[src/rtl/cpu_ctrl_pkg.sv]
`default_nettype none

package cpu_ctrl_pkg;

    localparam int STEP_W    = 3;
    localparam int BUS_SRC_W = 3;
    localparam int ALU_OP_W  = 3;

    // One control step per clock, HALTED is terminal until reset
    typedef enum logic [STEP_W-1:0] {
        STEP_T0,
        STEP_T1,
        STEP_T2,
        STEP_T3,
        STEP_T4,
        STEP_T5,
        STEP_HALTED
    } step_e;

    // Register that drives the shared bus
    typedef enum logic [BUS_SRC_W-1:0] {
        BUS_NONE,
        BUS_PC,
        BUS_MDR,
        BUS_ZLOW,
        BUS_GPR,
        BUS_IMM    // Sign-extended immediate from IR
    } bus_src_e;

    typedef enum logic [ALU_OP_W-1:0] {
        ALU_ADD,
        ALU_SUB,
        ALU_AND,
        ALU_OR,
        ALU_SHL,
        ALU_SHR,
        ALU_NOT,
        ALU_NEG
    } alu_op_e;

endpackage

`default_nettype wire

[src/rtl/cpu_isa_pkg.sv]
`default_nettype none

package cpu_isa_pkg;

    localparam int WORD_W    = 32;
    localparam int REG_IDX_W = 4;
    localparam int OPCODE_W  = 5;
    localparam int IMM_W     = 19;

    typedef logic [WORD_W-1:0]    word_t;    // Data or address word
    typedef logic [WORD_W-1:0]    instr_t;   // Raw instruction word
    typedef logic [REG_IDX_W-1:0] reg_idx_t; // R0 to R15
    typedef logic [IMM_W-1:0]     imm_t;     // Immediate field before sign extension

    // Instruction field positions
    localparam int OPCODE_MSB = 31;
    localparam int OPCODE_LSB = 27;
    localparam int RA_MSB     = 26;  // Destination, or store source
    localparam int RA_LSB     = 23;
    localparam int RB_MSB     = 22;
    localparam int RB_LSB     = 19;
    localparam int RC_MSB     = 18;
    localparam int RC_LSB     = 15;
    localparam int IMM_MSB    = 18;
    localparam int IMM_LSB    = 0;

    typedef enum logic [OPCODE_W-1:0] {
        OP_LDI  = 5'd1,
        OP_ST   = 5'd2,
        OP_ADD  = 5'd3,
        OP_SUB  = 5'd4,
        OP_SHR  = 5'd5,
        OP_SHL  = 5'd7,
        OP_AND  = 5'd10,
        OP_OR   = 5'd11,
        OP_NEG  = 5'd17,
        OP_NOT  = 5'd18,
        OP_HALT = 5'd27
    } opcode_e;

endpackage

`default_nettype wire

[src/rtl/alu_if.sv]
`timescale 1ns/1ps
`default_nettype none

interface alu_if;

    cpu_isa_pkg::word_t    y;        // Left operand
    cpu_isa_pkg::word_t    bus_val;  // Right operand, current bus value
    cpu_ctrl_pkg::alu_op_e op;
    cpu_isa_pkg::word_t    result;

    modport src (output y, bus_val, op, input result);
    modport fu  (input y, bus_val, op, output result);

endinterface

`default_nettype wire

[src/rtl/datapath_if.sv]
`timescale 1ns/1ps
`default_nettype none

// Control word from the sequencer, IR back from the register block
interface datapath_if;

    cpu_ctrl_pkg::bus_src_e bus_src;
    cpu_isa_pkg::reg_idx_t  gpr_sel;
    logic                   pc_in;
    logic                   ir_in;
    logic                   mar_in;
    logic                   mdr_in;
    logic                   y_in;
    logic                   z_in;
    logic                   gpr_in;
    logic                   mdr_from_mem;  // MDR loads from memory, not the bus
    cpu_ctrl_pkg::alu_op_e  alu_op;
    logic                   mem_read;
    logic                   mem_write;
    cpu_isa_pkg::instr_t    ir;

    modport ctrl (
        output bus_src, gpr_sel, pc_in, ir_in, mar_in, mdr_in, y_in, z_in, gpr_in,
        output mdr_from_mem, alu_op, mem_read, mem_write,
        input  ir
    );

    // Memory strobes go straight to the top-level ports
    modport dp (
        input  bus_src, gpr_sel, pc_in, ir_in, mar_in, mdr_in, y_in, z_in, gpr_in,
        input  mdr_from_mem, alu_op,
        output ir
    );

endinterface

`default_nettype wire

[src/rtl/alu.sv]
`timescale 1ns/1ps
`default_nettype none

module alu (
    alu_if.fu alu_port
);

    logic [4:0] shamt;   // Shift distance from the bus

    assign shamt = alu_port.bus_val[4:0];

    always_comb
    begin
        case (alu_port.op)
            cpu_ctrl_pkg::ALU_ADD:
                alu_port.result = alu_port.y + alu_port.bus_val;
            cpu_ctrl_pkg::ALU_SUB:
                alu_port.result = alu_port.y - alu_port.bus_val;
            cpu_ctrl_pkg::ALU_AND:
                alu_port.result = alu_port.y & alu_port.bus_val;
            cpu_ctrl_pkg::ALU_OR:
                alu_port.result = alu_port.y | alu_port.bus_val;
            cpu_ctrl_pkg::ALU_SHL:
                alu_port.result = alu_port.y << shamt;   // Logical, zero fill
            cpu_ctrl_pkg::ALU_SHR:
                alu_port.result = alu_port.y >> shamt;
            // Unary ops ignore Y
            cpu_ctrl_pkg::ALU_NOT:
                alu_port.result = ~alu_port.bus_val;
            cpu_ctrl_pkg::ALU_NEG:
                alu_port.result = '0 - alu_port.bus_val;
            default:
                alu_port.result = '0;
        endcase
    end

endmodule

`default_nettype wire

[src/rtl/control_unit.sv]
`timescale 1ns/1ps
`default_nettype none

module control_unit (
    input  logic       clk,
    input  logic       reset,
    datapath_if.ctrl   ctrl,
    output logic       halted
);

    cpu_ctrl_pkg::step_e   step;
    cpu_ctrl_pkg::step_e   step_next;
    cpu_isa_pkg::opcode_e  opcode;
    cpu_isa_pkg::reg_idx_t ra;
    cpu_isa_pkg::reg_idx_t rb;
    cpu_isa_pkg::reg_idx_t rc;
    cpu_ctrl_pkg::alu_op_e op_alu;
    logic                  two_op;   // ADD SUB AND OR SHL SHR
    logic                  unary;    // NOT NEG

    assign opcode = cpu_isa_pkg::opcode_e'(ctrl.ir[cpu_isa_pkg::OPCODE_MSB:cpu_isa_pkg::OPCODE_LSB]);
    assign ra     = ctrl.ir[cpu_isa_pkg::RA_MSB:cpu_isa_pkg::RA_LSB];
    assign rb     = ctrl.ir[cpu_isa_pkg::RB_MSB:cpu_isa_pkg::RB_LSB];
    assign rc     = ctrl.ir[cpu_isa_pkg::RC_MSB:cpu_isa_pkg::RC_LSB];

    // Opcode to ALU operation and instruction class
    always_comb
    begin
        two_op = 1'b1;
        unary  = 1'b0;
        op_alu = cpu_ctrl_pkg::ALU_ADD;
        case (opcode)
            cpu_isa_pkg::OP_ADD: op_alu = cpu_ctrl_pkg::ALU_ADD;
            cpu_isa_pkg::OP_SUB: op_alu = cpu_ctrl_pkg::ALU_SUB;
            cpu_isa_pkg::OP_AND: op_alu = cpu_ctrl_pkg::ALU_AND;
            cpu_isa_pkg::OP_OR:  op_alu = cpu_ctrl_pkg::ALU_OR;
            cpu_isa_pkg::OP_SHL: op_alu = cpu_ctrl_pkg::ALU_SHL;
            cpu_isa_pkg::OP_SHR: op_alu = cpu_ctrl_pkg::ALU_SHR;
            cpu_isa_pkg::OP_NOT:
            begin
                op_alu = cpu_ctrl_pkg::ALU_NOT;
                two_op = 1'b0;
                unary  = 1'b1;
            end
            cpu_isa_pkg::OP_NEG:
            begin
                op_alu = cpu_ctrl_pkg::ALU_NEG;
                two_op = 1'b0;
                unary  = 1'b1;
            end
            default: two_op = 1'b0;   // LDI, ST, HALT, unknown
        endcase
    end

    always_ff @(posedge clk)
    begin
        if (reset)
            step <= cpu_ctrl_pkg::STEP_T0;
        else
            step <= step_next;
    end

    assign halted = (step == cpu_ctrl_pkg::STEP_HALTED);

    // Control word for the current step
    always_comb
    begin
        step_next         = step;
        ctrl.bus_src      = cpu_ctrl_pkg::BUS_NONE;
        ctrl.gpr_sel      = '0;
        ctrl.pc_in        = 1'b0;
        ctrl.ir_in        = 1'b0;
        ctrl.mar_in       = 1'b0;
        ctrl.mdr_in       = 1'b0;
        ctrl.y_in         = 1'b0;
        ctrl.z_in         = 1'b0;
        ctrl.gpr_in       = 1'b0;
        ctrl.mdr_from_mem = 1'b0;
        ctrl.alu_op       = cpu_ctrl_pkg::ALU_ADD;
        ctrl.mem_read     = 1'b0;
        ctrl.mem_write    = 1'b0;
        case (step)
            cpu_ctrl_pkg::STEP_T0:
            begin
                ctrl.bus_src = cpu_ctrl_pkg::BUS_PC;   // PC to MAR, PC + 1 into Z
                ctrl.mar_in  = 1'b1;
                ctrl.z_in    = 1'b1;
                step_next    = cpu_ctrl_pkg::STEP_T1;
            end
            cpu_ctrl_pkg::STEP_T1:
            begin
                ctrl.mem_read     = 1'b1;
                ctrl.mdr_in       = 1'b1;
                ctrl.mdr_from_mem = 1'b1;
                ctrl.bus_src      = cpu_ctrl_pkg::BUS_ZLOW;
                ctrl.pc_in        = 1'b1;
                step_next         = cpu_ctrl_pkg::STEP_T2;
            end
            cpu_ctrl_pkg::STEP_T2:
            begin
                ctrl.bus_src = cpu_ctrl_pkg::BUS_MDR;
                ctrl.ir_in   = 1'b1;
                step_next    = cpu_ctrl_pkg::STEP_T3;
            end
            cpu_ctrl_pkg::STEP_T3:
            begin
                if (two_op)
                begin
                    ctrl.bus_src = cpu_ctrl_pkg::BUS_GPR;  // rb into Y
                    ctrl.gpr_sel = rb;
                    ctrl.y_in    = 1'b1;
                    step_next    = cpu_ctrl_pkg::STEP_T4;
                end
                else if (unary)
                begin
                    ctrl.bus_src = cpu_ctrl_pkg::BUS_GPR;
                    ctrl.gpr_sel = rb;
                    ctrl.alu_op  = op_alu;
                    ctrl.z_in    = 1'b1;
                    step_next    = cpu_ctrl_pkg::STEP_T4;
                end
                else if (opcode == cpu_isa_pkg::OP_LDI)
                begin
                    ctrl.bus_src = cpu_ctrl_pkg::BUS_IMM;
                    ctrl.gpr_sel = ra;
                    ctrl.gpr_in  = 1'b1;
                    step_next    = cpu_ctrl_pkg::STEP_T0;
                end
                else if (opcode == cpu_isa_pkg::OP_ST)
                begin
                    ctrl.bus_src = cpu_ctrl_pkg::BUS_IMM;  // Store address
                    ctrl.mar_in  = 1'b1;
                    step_next    = cpu_ctrl_pkg::STEP_T4;
                end
                else
                    step_next = cpu_ctrl_pkg::STEP_HALTED;  // HALT or unknown opcode
            end
            cpu_ctrl_pkg::STEP_T4:
            begin
                ctrl.bus_src = cpu_ctrl_pkg::BUS_GPR;
                step_next    = cpu_ctrl_pkg::STEP_T5;
                if (two_op)
                begin
                    ctrl.gpr_sel = rc;
                    ctrl.alu_op  = op_alu;
                    ctrl.z_in    = 1'b1;
                end
                else if (unary)
                begin
                    ctrl.bus_src = cpu_ctrl_pkg::BUS_ZLOW;
                    ctrl.gpr_sel = ra;
                    ctrl.gpr_in  = 1'b1;
                    step_next    = cpu_ctrl_pkg::STEP_T0;
                end
                else
                begin
                    ctrl.gpr_sel = ra;   // ST data into MDR
                    ctrl.mdr_in  = 1'b1;
                end
            end
            cpu_ctrl_pkg::STEP_T5:
            begin
                step_next = cpu_ctrl_pkg::STEP_T0;
                if (two_op)
                begin
                    ctrl.bus_src = cpu_ctrl_pkg::BUS_ZLOW;
                    ctrl.gpr_sel = ra;
                    ctrl.gpr_in  = 1'b1;
                end
                else
                    ctrl.mem_write = 1'b1;
            end
            default: step_next = cpu_ctrl_pkg::STEP_HALTED;  // Stays here until reset
        endcase
    end

endmodule

`default_nettype wire

[src/rtl/cpu_top.sv]
`timescale 1ns/1ps
`default_nettype none

module cpu_top #(
    parameter cpu_isa_pkg::word_t RESET_PC = '0
) (
    input  logic               clk,
    input  logic               reset,
    output cpu_isa_pkg::word_t mem_addr,
    output logic               mem_read,
    input  cpu_isa_pkg::word_t mem_rdata,
    output logic               mem_write,
    output cpu_isa_pkg::word_t mem_wdata,
    output logic               halted
);

    datapath_if u_dp_if ();
    alu_if      u_alu_if ();

    // Memory strobes come straight from the control word
    assign mem_read  = u_dp_if.mem_read;
    assign mem_write = u_dp_if.mem_write;

    control_unit i_control_unit (
        .clk    (clk),
        .reset  (reset),
        .ctrl   (u_dp_if.ctrl),
        .halted (halted)
    );

    reg_bus_datapath #(
        .RESET_PC (RESET_PC)
    ) i_reg_bus_datapath (
        .clk       (clk),
        .reset     (reset),
        .dp        (u_dp_if.dp),
        .alu_port  (u_alu_if.src),
        .mem_rdata (mem_rdata),
        .mem_addr  (mem_addr),
        .mem_wdata (mem_wdata)
    );

    alu i_alu (
        .alu_port (u_alu_if.fu)
    );

endmodule

`default_nettype wire

[src/rtl/reg_bus_datapath.sv]
`timescale 1ns/1ps
`default_nettype none

module reg_bus_datapath #(
    parameter cpu_isa_pkg::word_t RESET_PC = '0
) (
    input  logic               clk,
    input  logic               reset,
    datapath_if.dp             dp,
    alu_if.src                 alu_port,
    input  cpu_isa_pkg::word_t mem_rdata,
    output cpu_isa_pkg::word_t mem_addr,
    output cpu_isa_pkg::word_t mem_wdata
);

    cpu_isa_pkg::word_t  pc;
    cpu_isa_pkg::instr_t ir;
    cpu_isa_pkg::word_t  mar;
    cpu_isa_pkg::word_t  mdr;
    cpu_isa_pkg::word_t  y;
    cpu_isa_pkg::word_t  z;
    cpu_isa_pkg::word_t  gpr [16];
    cpu_isa_pkg::word_t  bus;
    cpu_isa_pkg::imm_t   imm;
    cpu_isa_pkg::word_t  imm_ext;

    assign imm     = ir[cpu_isa_pkg::IMM_MSB:cpu_isa_pkg::IMM_LSB];
    assign imm_ext = {{(cpu_isa_pkg::WORD_W - cpu_isa_pkg::IMM_W){imm[cpu_isa_pkg::IMM_W-1]}}, imm};

    // Shared bus
    always_comb
    begin
        case (dp.bus_src)
            cpu_ctrl_pkg::BUS_PC:   bus = pc;
            cpu_ctrl_pkg::BUS_MDR:  bus = mdr;
            cpu_ctrl_pkg::BUS_ZLOW: bus = z;
            cpu_ctrl_pkg::BUS_GPR:  bus = gpr[dp.gpr_sel];
            cpu_ctrl_pkg::BUS_IMM:  bus = imm_ext;
            default:                bus = '0;
        endcase
    end

    always_ff @(posedge clk)
    begin
        if (reset)
            pc <= RESET_PC;
        else if (dp.pc_in)
            pc <= bus;
    end

    always_ff @(posedge clk)
    begin
        if (dp.ir_in)
            ir <= bus;
        if (dp.mar_in)
            mar <= bus;
        if (dp.mdr_in)
            mdr <= dp.mdr_from_mem ? mem_rdata : bus;
        if (dp.y_in)
            y <= bus;
        if (dp.z_in)
            z <= alu_port.result;
        if (dp.gpr_in)
            gpr[dp.gpr_sel] <= bus;
    end

    // PC increment: only T0 puts PC on the bus, then the left operand is one
    assign alu_port.y       = (dp.bus_src == cpu_ctrl_pkg::BUS_PC) ? cpu_isa_pkg::word_t'(1) : y;
    assign alu_port.bus_val = bus;
    assign alu_port.op      = dp.alu_op;

    assign dp.ir     = ir;
    assign mem_addr  = mar;
    assign mem_wdata = mdr;

endmodule

`default_nettype wire
[config.mk]
export PLATFORM = sky130hd
export DESIGN_NAME = cpu_top
export DESIGN_NICKNAME = d
export VERILOG_FILES = /design/src/rtl/cpu_ctrl_pkg.sv /design/src/rtl/cpu_isa_pkg.sv /design/src/rtl/alu_if.sv /design/src/rtl/datapath_if.sv /design/src/rtl/alu.sv /design/src/rtl/control_unit.sv /design/src/rtl/cpu_top.sv /design/src/rtl/reg_bus_datapath.sv
export SDC_FILE = /design/constraint.sdc
export NUM_CORES = 1
export LEC_CHECK = 0
export ABC_CLOCK_PERIOD_IN_PS = 6950
export BUFFER_PORTS_ARGS = -buffer_cell sky130_fd_sc_hd__buf_4
export CAP_MARGIN = 20
export CORE_UTILIZATION = 57
export CTS_CLUSTER_SIZE = 20
export DETAILED_ROUTE_END_ITERATION = 10
export PLACE_DENSITY_LB_ADDON = 0.2
export SKIP_LAST_GASP = 1
export SLEW_MARGIN = 30
export SYNTH_ARGS = -nofsm -noshare
export SYNTH_HDL_FRONTEND = slang
export SYNTH_SLANG_ARGS = --single-unit
[constraint.sdc]
create_clock -name clk -period 6.95 [get_ports clk]
set_input_delay 0 -clock clk [delete_from_list [all_inputs] [get_ports clk]]
set_output_delay 0 -clock clk [all_outputs]
set_load 0.02 [all_outputs]
======== Word-level counts from Yosys, hierarchy flattened ========
Memory sizes are Yosys's and may differ from the RTL's.
Index checks and enable logic that the tools add are counted.
word-level totals
  bits in registers ....................... 195
  bits in writable memories ............... 512
  input port bits ......................... 34
  logic and storage cells ................. 103
  memories kept ........................... 1
memory list
  memory                  words  width  rd ports  clocked after Yosys merged registers in  wr ports  RTL line                source
  i_reg_bus_datapath.gpr  16     32     1         0                                        1         reg_bus_datapath.sv:22  cpu_isa_pkg::word_t gpr [16];
cells by class
  add/subtract/negate cells ............... 3
  equal/unequal tests ..................... 28
  shift-type cells ........................ 2
  mux-type cells .......................... 55
  bitwise gates (word level) .............. 3
  reduce and logical (&&, ||, !) cells .... 4
operator list
  operator                 number
  $pmux W32 S8             1
  $pmux W32 S5             1
  $mux W32                 2
  $mux W3                  14
  $pmux W3 S6              2
  $add A32 B32 Y32         1
  $and A32 B32 Y32         1
  $not A32 Y32             1
  $or A32 B32 Y32          1
  $shl A32 B5 Y32          1
  $shr A32 B5 Y32          1
  $sub A1 B32 Y32 const A  1
  $sub A32 B32 Y32         1
  $eq A3 B3 Y1 const B     9
  $mux W1                  21
  $pmux W3 S7              1
  $mux W4                  5
  $eq A3 B2 Y1 const B     6
  $eq A5 B3 Y1 const B     3
  $pmux W4 S3              1
  $eq A5 B2 Y1 const B     2
  $eq A5 B4 Y1 const B     2
  $eq A5 B5 Y1 const B     2
  $eq A3 B1 Y1 const B     3
  other kinds (8)          12

======== Longest topological paths before layout ========
  depth after elaboration ................. 10
  depth in mapped cells ................... 38

======== By module ========
Synthesis repeated with hierarchy kept, for this count alone.
second synthesis, totals
  cell total of the unflattened synthesis .. 2801
  area, all modules ....................... 36680.2 sq um
by module, submodules not included
  module            instances  cells each  area an instance (sq um)
  reg_bus_datapath  1          1480        27311.2
  alu               1          1214        8648.3
  control_unit      1          107         720.7

======== Worst setup path after synthesis ========
No wires, ideal clock.
  kind .................................... reg2reg
  start ................................... register i_reg_bus_datapath.ir[30], in the netlist i_reg_bus_datapath.dp.ir[30]
  end ..................................... register i_reg_bus_datapath.z[24] (data pin)
  arrival ................................. 6586 ps
  data required time ...................... 6793 ps
  setup slack ............................. 207 ps
  cell stages (with the launch flop) ...... 30
  path buffers ............................ 4
  clock period less this slack ............ 6743 ps
  cell sequence ........................... edfxtp_1 -> buf_2 -> and2_1 -> nor4_1 -> or3_1 -> a21oi_1 -> nor2b_1 -> buf_2 -> a221oi_1 -> a31oi_1 -> o31a_1 -> inv_1 -> buf_1 -> clkbuf_1 -> nand2_1 -> fa_1 -> a21o_1 -> a21oi_1 -> nand2b_1 -> nor3_1 -> a221o_1 -> nor2_1 -> nand3b_1 -> a31o_2 -> o211ai_1 -> o211ai_2 -> o21ai_2 -> or4b_1 -> a21o_1 -> a32oi_1
on the way
  word-level cells in the longest chain between the ends .. 10
  elaborated cells between the ends (all ways) .. 58
RTL lines
  element                                                              RTL line                                 source
  start, declared                                                      reg_bus_datapath.sv:17                   cpu_isa_pkg::instr_t ir;
  start signal, assigned                                               reg_bus_datapath.sv:54                   ir <= bus;
  $eq A5 B5 Y1 / $eq A5 B2 Y1 (equally long branches)                  control_unit.sv:32, control_unit.sv:129
  $reduce_or A2 Y1 (no source line) / $mux W3 (equally long branches)  -
  $mux W1 / $mux W3 (equally long branches)                            control_unit.sv:32, control_unit.sv:122
  $mux W4, or another cell as far along                                control_unit.sv:114                      else if (unary)
  $mux W4, or another cell as far along                                control_unit.sv:107                      if (two_op)
  $pmux W4 S3 / $pmux W3 S6 (equally long branches)                    control_unit.sv:82                       case (step)
  $mem_v2 Z16 W32, or another cell as far along                        -
  $pmux W32 S5 (*)                                                     reg_bus_datapath.sv:33                   case (dp.bus_src)
  via i_alu.alu_port.bus_val[0]                                        alu_if.sv:12                             modport fu (input y, bus_val, op, output result);
  $sub A1 B32 Y32, or another cell as far along                        alu.sv:31                                alu_port.result = '0 - alu_port.bus_val;
  $pmux W32 S8 (*)                                                     alu.sv:14                                case (alu_port.op)
  via i_alu.alu_port.result[24]                                        alu_if.sv:12
  end signal, assigned                                                 reg_bus_datapath.sv:62                   z <= alu_port.result;
  end, declared                                                        reg_bus_datapath.sv:21                   cpu_isa_pkg::word_t z;
Mark *: on every way through the listed nets, which the timed path passes. The rest lies on a longest branch.
A chain may end at the register's enable or synchronous reset.

======== Worst setup path after layout ========
  start ................................... register i_reg_bus_datapath.ir[30], in the netlist i_reg_bus_datapath.dp.ir[30]
  end ..................................... register i_reg_bus_datapath.z[29] (data pin)
on the way
  word-level cells in the longest chain between the ends .. 10
  elaborated cells between the ends (all ways) .. 58
RTL lines
  element                                                              RTL line
  $eq A5 B5 Y1 / $eq A5 B2 Y1 (equally long branches)                  control_unit.sv:32, control_unit.sv:129
  $reduce_or A2 Y1 (no source line) / $mux W3 (equally long branches)  -
  $mux W1 / $mux W3 (equally long branches)                            control_unit.sv:32, control_unit.sv:122
  $mux W4, or another cell as far along                                control_unit.sv:114
  $mux W4, or another cell as far along                                control_unit.sv:107
  $pmux W4 S3 / $pmux W3 S6 (equally long branches)                    control_unit.sv:82
  $mem_v2 Z16 W32, or another cell as far along                        -
  $pmux W32 S5 (*)                                                     reg_bus_datapath.sv:33
  via i_alu.alu_port.bus_val[7]                                        alu_if.sv:12
  $sub A1 B32 Y32, or another cell as far along                        alu.sv:31
  $pmux W32 S8 (*)                                                     alu.sv:14
  via i_alu.alu_port.result[29]                                        alu_if.sv:12
Marked as above.

==> reports/results.tsv <==
stage	metric	value	unit
layout	Syn-to-layout area delta	15.0	%
placement	Cell Area, Placed	0.0396	sq mm
grt	first-pass GRT wire length	193000	microns
power_and_ir_drop	power share of the combinational group	29.7	%
placement	Buffers on Ports	100	
floorplan	die width	257	microns
cts	CTS tree	done	
power_and_ir_drop	Sw Share	34.1	%
timing	RSZ-0062 raised after global routing	true	
drt	DRC	0	
critical_path	Worst Path Max Fanout	23	
floorplan	Initial Util	57.5	%
layout	fin nets	3648	
power_and_ir_drop	Pleak	15.5	nW
cts	CTS Buffer Depth	3	
cts	cts bufs inserted	74	
cts	Worst-Skew Late Latency	0.64	ns
cts	clk slew on worst S/H paths	0.07	ns
timing	Slew Viols, Final	0	
layout	fin area	0.0426	sq mm
timing	final worst path period need	6.74	ns
drt	via count	30510	
critical_path	kind of critical path	reg2reg	
grt	largest net degree at the start of global routing	110	
yosys	predominant post-synthesis flop cell	edfxtp_1	
yosys	#FFs+latches synth	707	
yosys	Post-synth EDFFs	672	
floorplan	die area	0.0660	sq mm
timing	Hold WS	0.227	ns
layout	layout cell share with drive strength beyond 1	16.0	%
layout	Fillers	4796	
power_and_ir_drop	Cell Pwr Density	313	mW/mm^2
worst_hold_path	Hold Path Class	in2reg	
drt	drt wl/cell	30.0	microns
yosys	count of cell types in the netlist	119	
flow_run	Max-Cap Viols	0	
drt	DRT iter0 DRCs	4529	
critical_path	Worst Path Required	7.32	ns
floorplan	placement row count	93	
floorplan	Ports	101	
timing	endpoints failing setup	0	
floorplan	Die Y	257	microns
yosys	Syn Nets	3453	
timing	final worst slack	0.206	ns
power_and_ir_drop	Clock power frac	31.1	%
cts	CTS Root Cell	clkbuf_16	
yosys	Post-Syn Instances	3340	
placement	placed wire-length estimate	90900	microns
floorplan	core area	0.0643	sq mm
yosys	Yosys warnings	0	
power_and_ir_drop	Worst IR Drop VDD	0.196	mV
critical_path	WP data arrival	7.11	ns
drt	final wirelength	134000	microns
critical_path	Worst setup SP type	flop	
timing	max_slew headroom	32.6	%
status	status	completed	
placement	RD Place Congestion	1.02	
grt	via count of the first global-routing pass	28897	
yosys	Synth Area per Inst	11.1	sq um
timing	Slew @ Worst Pin	1.00	ns
yosys	mapped cell area	0.0370	sq mm
timing	sum of negative setup slack	0	ns
power_and_ir_drop	Psw	4.55	mW
timing	Tcrit/Tclk final	97.0	%
timing	Worst Skew	0.0290	ns
grt	global route overflow	0	
placement	DP Worst Slack	0.128	ns
yosys	asr flop ratio synth	0	%
yosys	sequential share of the synthesized area	56.4	%
grt	initial antenna violation count	4	
critical_path	CP Capture Type	flop	
timing	Fin. Hold Viols	0	
power_and_ir_drop	Int Power	8.79	mW
timing	Max Fclk	148	MHz
cts	clock sinks	707	
power_and_ir_drop	sequential share of power	39.2	%
layout	final cell utilization of the core	66.2	%
grt	Total GRT Usage	39.9	%
drt	Vias/cell	6.86	
layout	ANT cells	0	
drt	Detailed Routing Iterations Pass 1	6	
cts	# H-tree levels	3	
drt	Post-DRT Antenna Nets	0	
-- what timing repair did --
item                       CTS  global route
setup endpoints to repair    0            15
gates resized for setup      0            13
hold buffers                33             0
buffers inserted             0             7
hold endpoints to repair    67             0
-- area by class of cell --
class                   instances  area, sq um  share of cell area, %
flip-flops and latches        707        20900                   49.0
multi-input cells            2320        14900                   35.0
repair buffers                356         2890                   6.79
clock buffers                  84         1950                   4.58
well taps                     855         1070                   2.51
clock inverters                48          573                   1.35
inverters                      76          288                  0.676
-- flip-flops by register name, indices dropped and copies added (netlist names) --
signal                        count
i_reg_bus_datapath.pc            32
i_reg_bus_datapath.z             32
i_reg_bus_datapath.mem_wdata     32
i_reg_bus_datapath.y             32
i_reg_bus_datapath.gpr          512
i_reg_bus_datapath.mem_addr      32
i_control_unit.step               3
i_reg_bus_datapath.dp.ir         32
-- critical path, cell delays in order (launching register included) --
cell and delay [ns]:
edfxtp_1 0.41, buf_4 0.21, or4b_4 0.56, nor3_4 0.26
buf_4 0.18, o31a_1 0.23, nor2_1 0.13, nor2b_1 0.21
buf_4 0.14, buf_4 0.27, a221oi_1 0.15, o211ai_1 0.59
and2_1 0.53, inv_4 0.23, or4_4 0.59, o211ai_2 0.10
a21oi_4 0.11, o21ai_2 0.27, a31o_4 0.25, a221oi_4 0.12
o32ai_1 0.45, mux2i_1 0.33, o211ai_1 0.11
-- through the flow --
stage,cells,power [mW]
finish,4446,13.3
global route,4446,13.7
CTS,4437,13.2
detailed placement,4272,9.09
global placement,4272,9.05
floorplan,3340,7.57
-- power by group through the flow --
stage	logic, mW	clock network [mW]	registers, mW
floorplan	2.22	0	5.35
global placement	3.75	0	5.30
detailed placement	3.78	0	5.31
CTS	3.81	4.15	5.22
global route	4.14	4.30	5.24
finish	3.96	4.15	5.23
-- kinds of logic (layout without fill, tap and decap cells) --
| kind of cell | Yosys count | after routing | share of synthesized area (%) |
|---|---|---|---|
| multiplexers | 210 | 210 | 5.75 |
| AO/OA/AOI/OAI | 846 | 846 | 15.8 |
| adder cells (fa/ha/maj) | 80 | 80 | 2.74 |
| buffers and inverters | 313 | 564 | 4.05 |
| AND/OR/NAND/NOR | 1124 | 1124 | 13.8 |
| flip-flops | 707 | 707 | 56.4 |
| XOR/XNOR | 60 | 60 | 1.44 |
-- synth_stat cells, types with 15 or more instances --
library cell,count,area (sq um)
o22ai_1,37,231
a22oi_1,16,120
o221ai_1,23,201
nand4_1,19,119
clkbuf_1,115,432
mux2i_1,189,1890
buf_1,24,90.1
buf_2,58,290
nand2b_1,19,119
o211ai_1,31,233
xor2_1,29,254
o31a_1,15,131
a21oi_1,274,1370
nor2_1,269,1010
nor2b_1,17,106
inv_1,70,263
mux2_2,19,214
buf_6,16,180
ha_1,77,963
a222oi_1,16,160
o21ai_1,20,100
and2_1,26,163
a211oi_1,70,526
a221o_1,22,220
nand2_1,458,1720
a31oi_1,29,181
nand3_1,176,881
a221oi_1,43,377
nor4_1,21,131
edfxtp_1,672,20200
o21ai_0,92,460
buf_4,20,150
xnor2_1,30,263
dfxtp_1,35,701
a21o_1,21,158
nor3_1,37,185
-- placed cells by master, fill, tap and decap left out, types with 33 or more instances in the layout --
cell type      instances
o21ai_0               92
buf_4                309
nor2_1               249
inv_1                 67
edfxtp_1             672
dfxtp_1               35
ha_1                  77
dlygate4sd3_1         33
o22ai_1               37
clkbuf_16             76
nand3_1              176
nand2_1              456
a21oi_1              267
a211oi_1              68
nor3_1                33
a221oi_1              41
mux2i_1              189
-- per-layer routing --
metal  vias to the layer above  track usage, %  wire, microns
li1                      13030               -              -
met1                     14937            54.6          51500
met2                      2165            61.9          60900
met3                       374            8.73          15200
met4                         4            16.3           5910
met5                         -               0             27
-- path summary, 6_finish.rpt --
check,start,to,slack [ns],depth (start not counted)
worst min-delay path,mem_rdata[8],i_reg_bus_datapath.mem_wdata[8],0.23,4
worst max register to register,i_reg_bus_datapath.dp.ir[30],i_reg_bus_datapath.z[29],0.21,22
worst min register to register,i_reg_bus_datapath.pc[20],i_reg_bus_datapath.pc[20],0.50,2
worst max-delay path,i_reg_bus_datapath.dp.ir[30],i_reg_bus_datapath.z[29],0.21,22
Note: power is estimated with default switching activity, not from simulation.
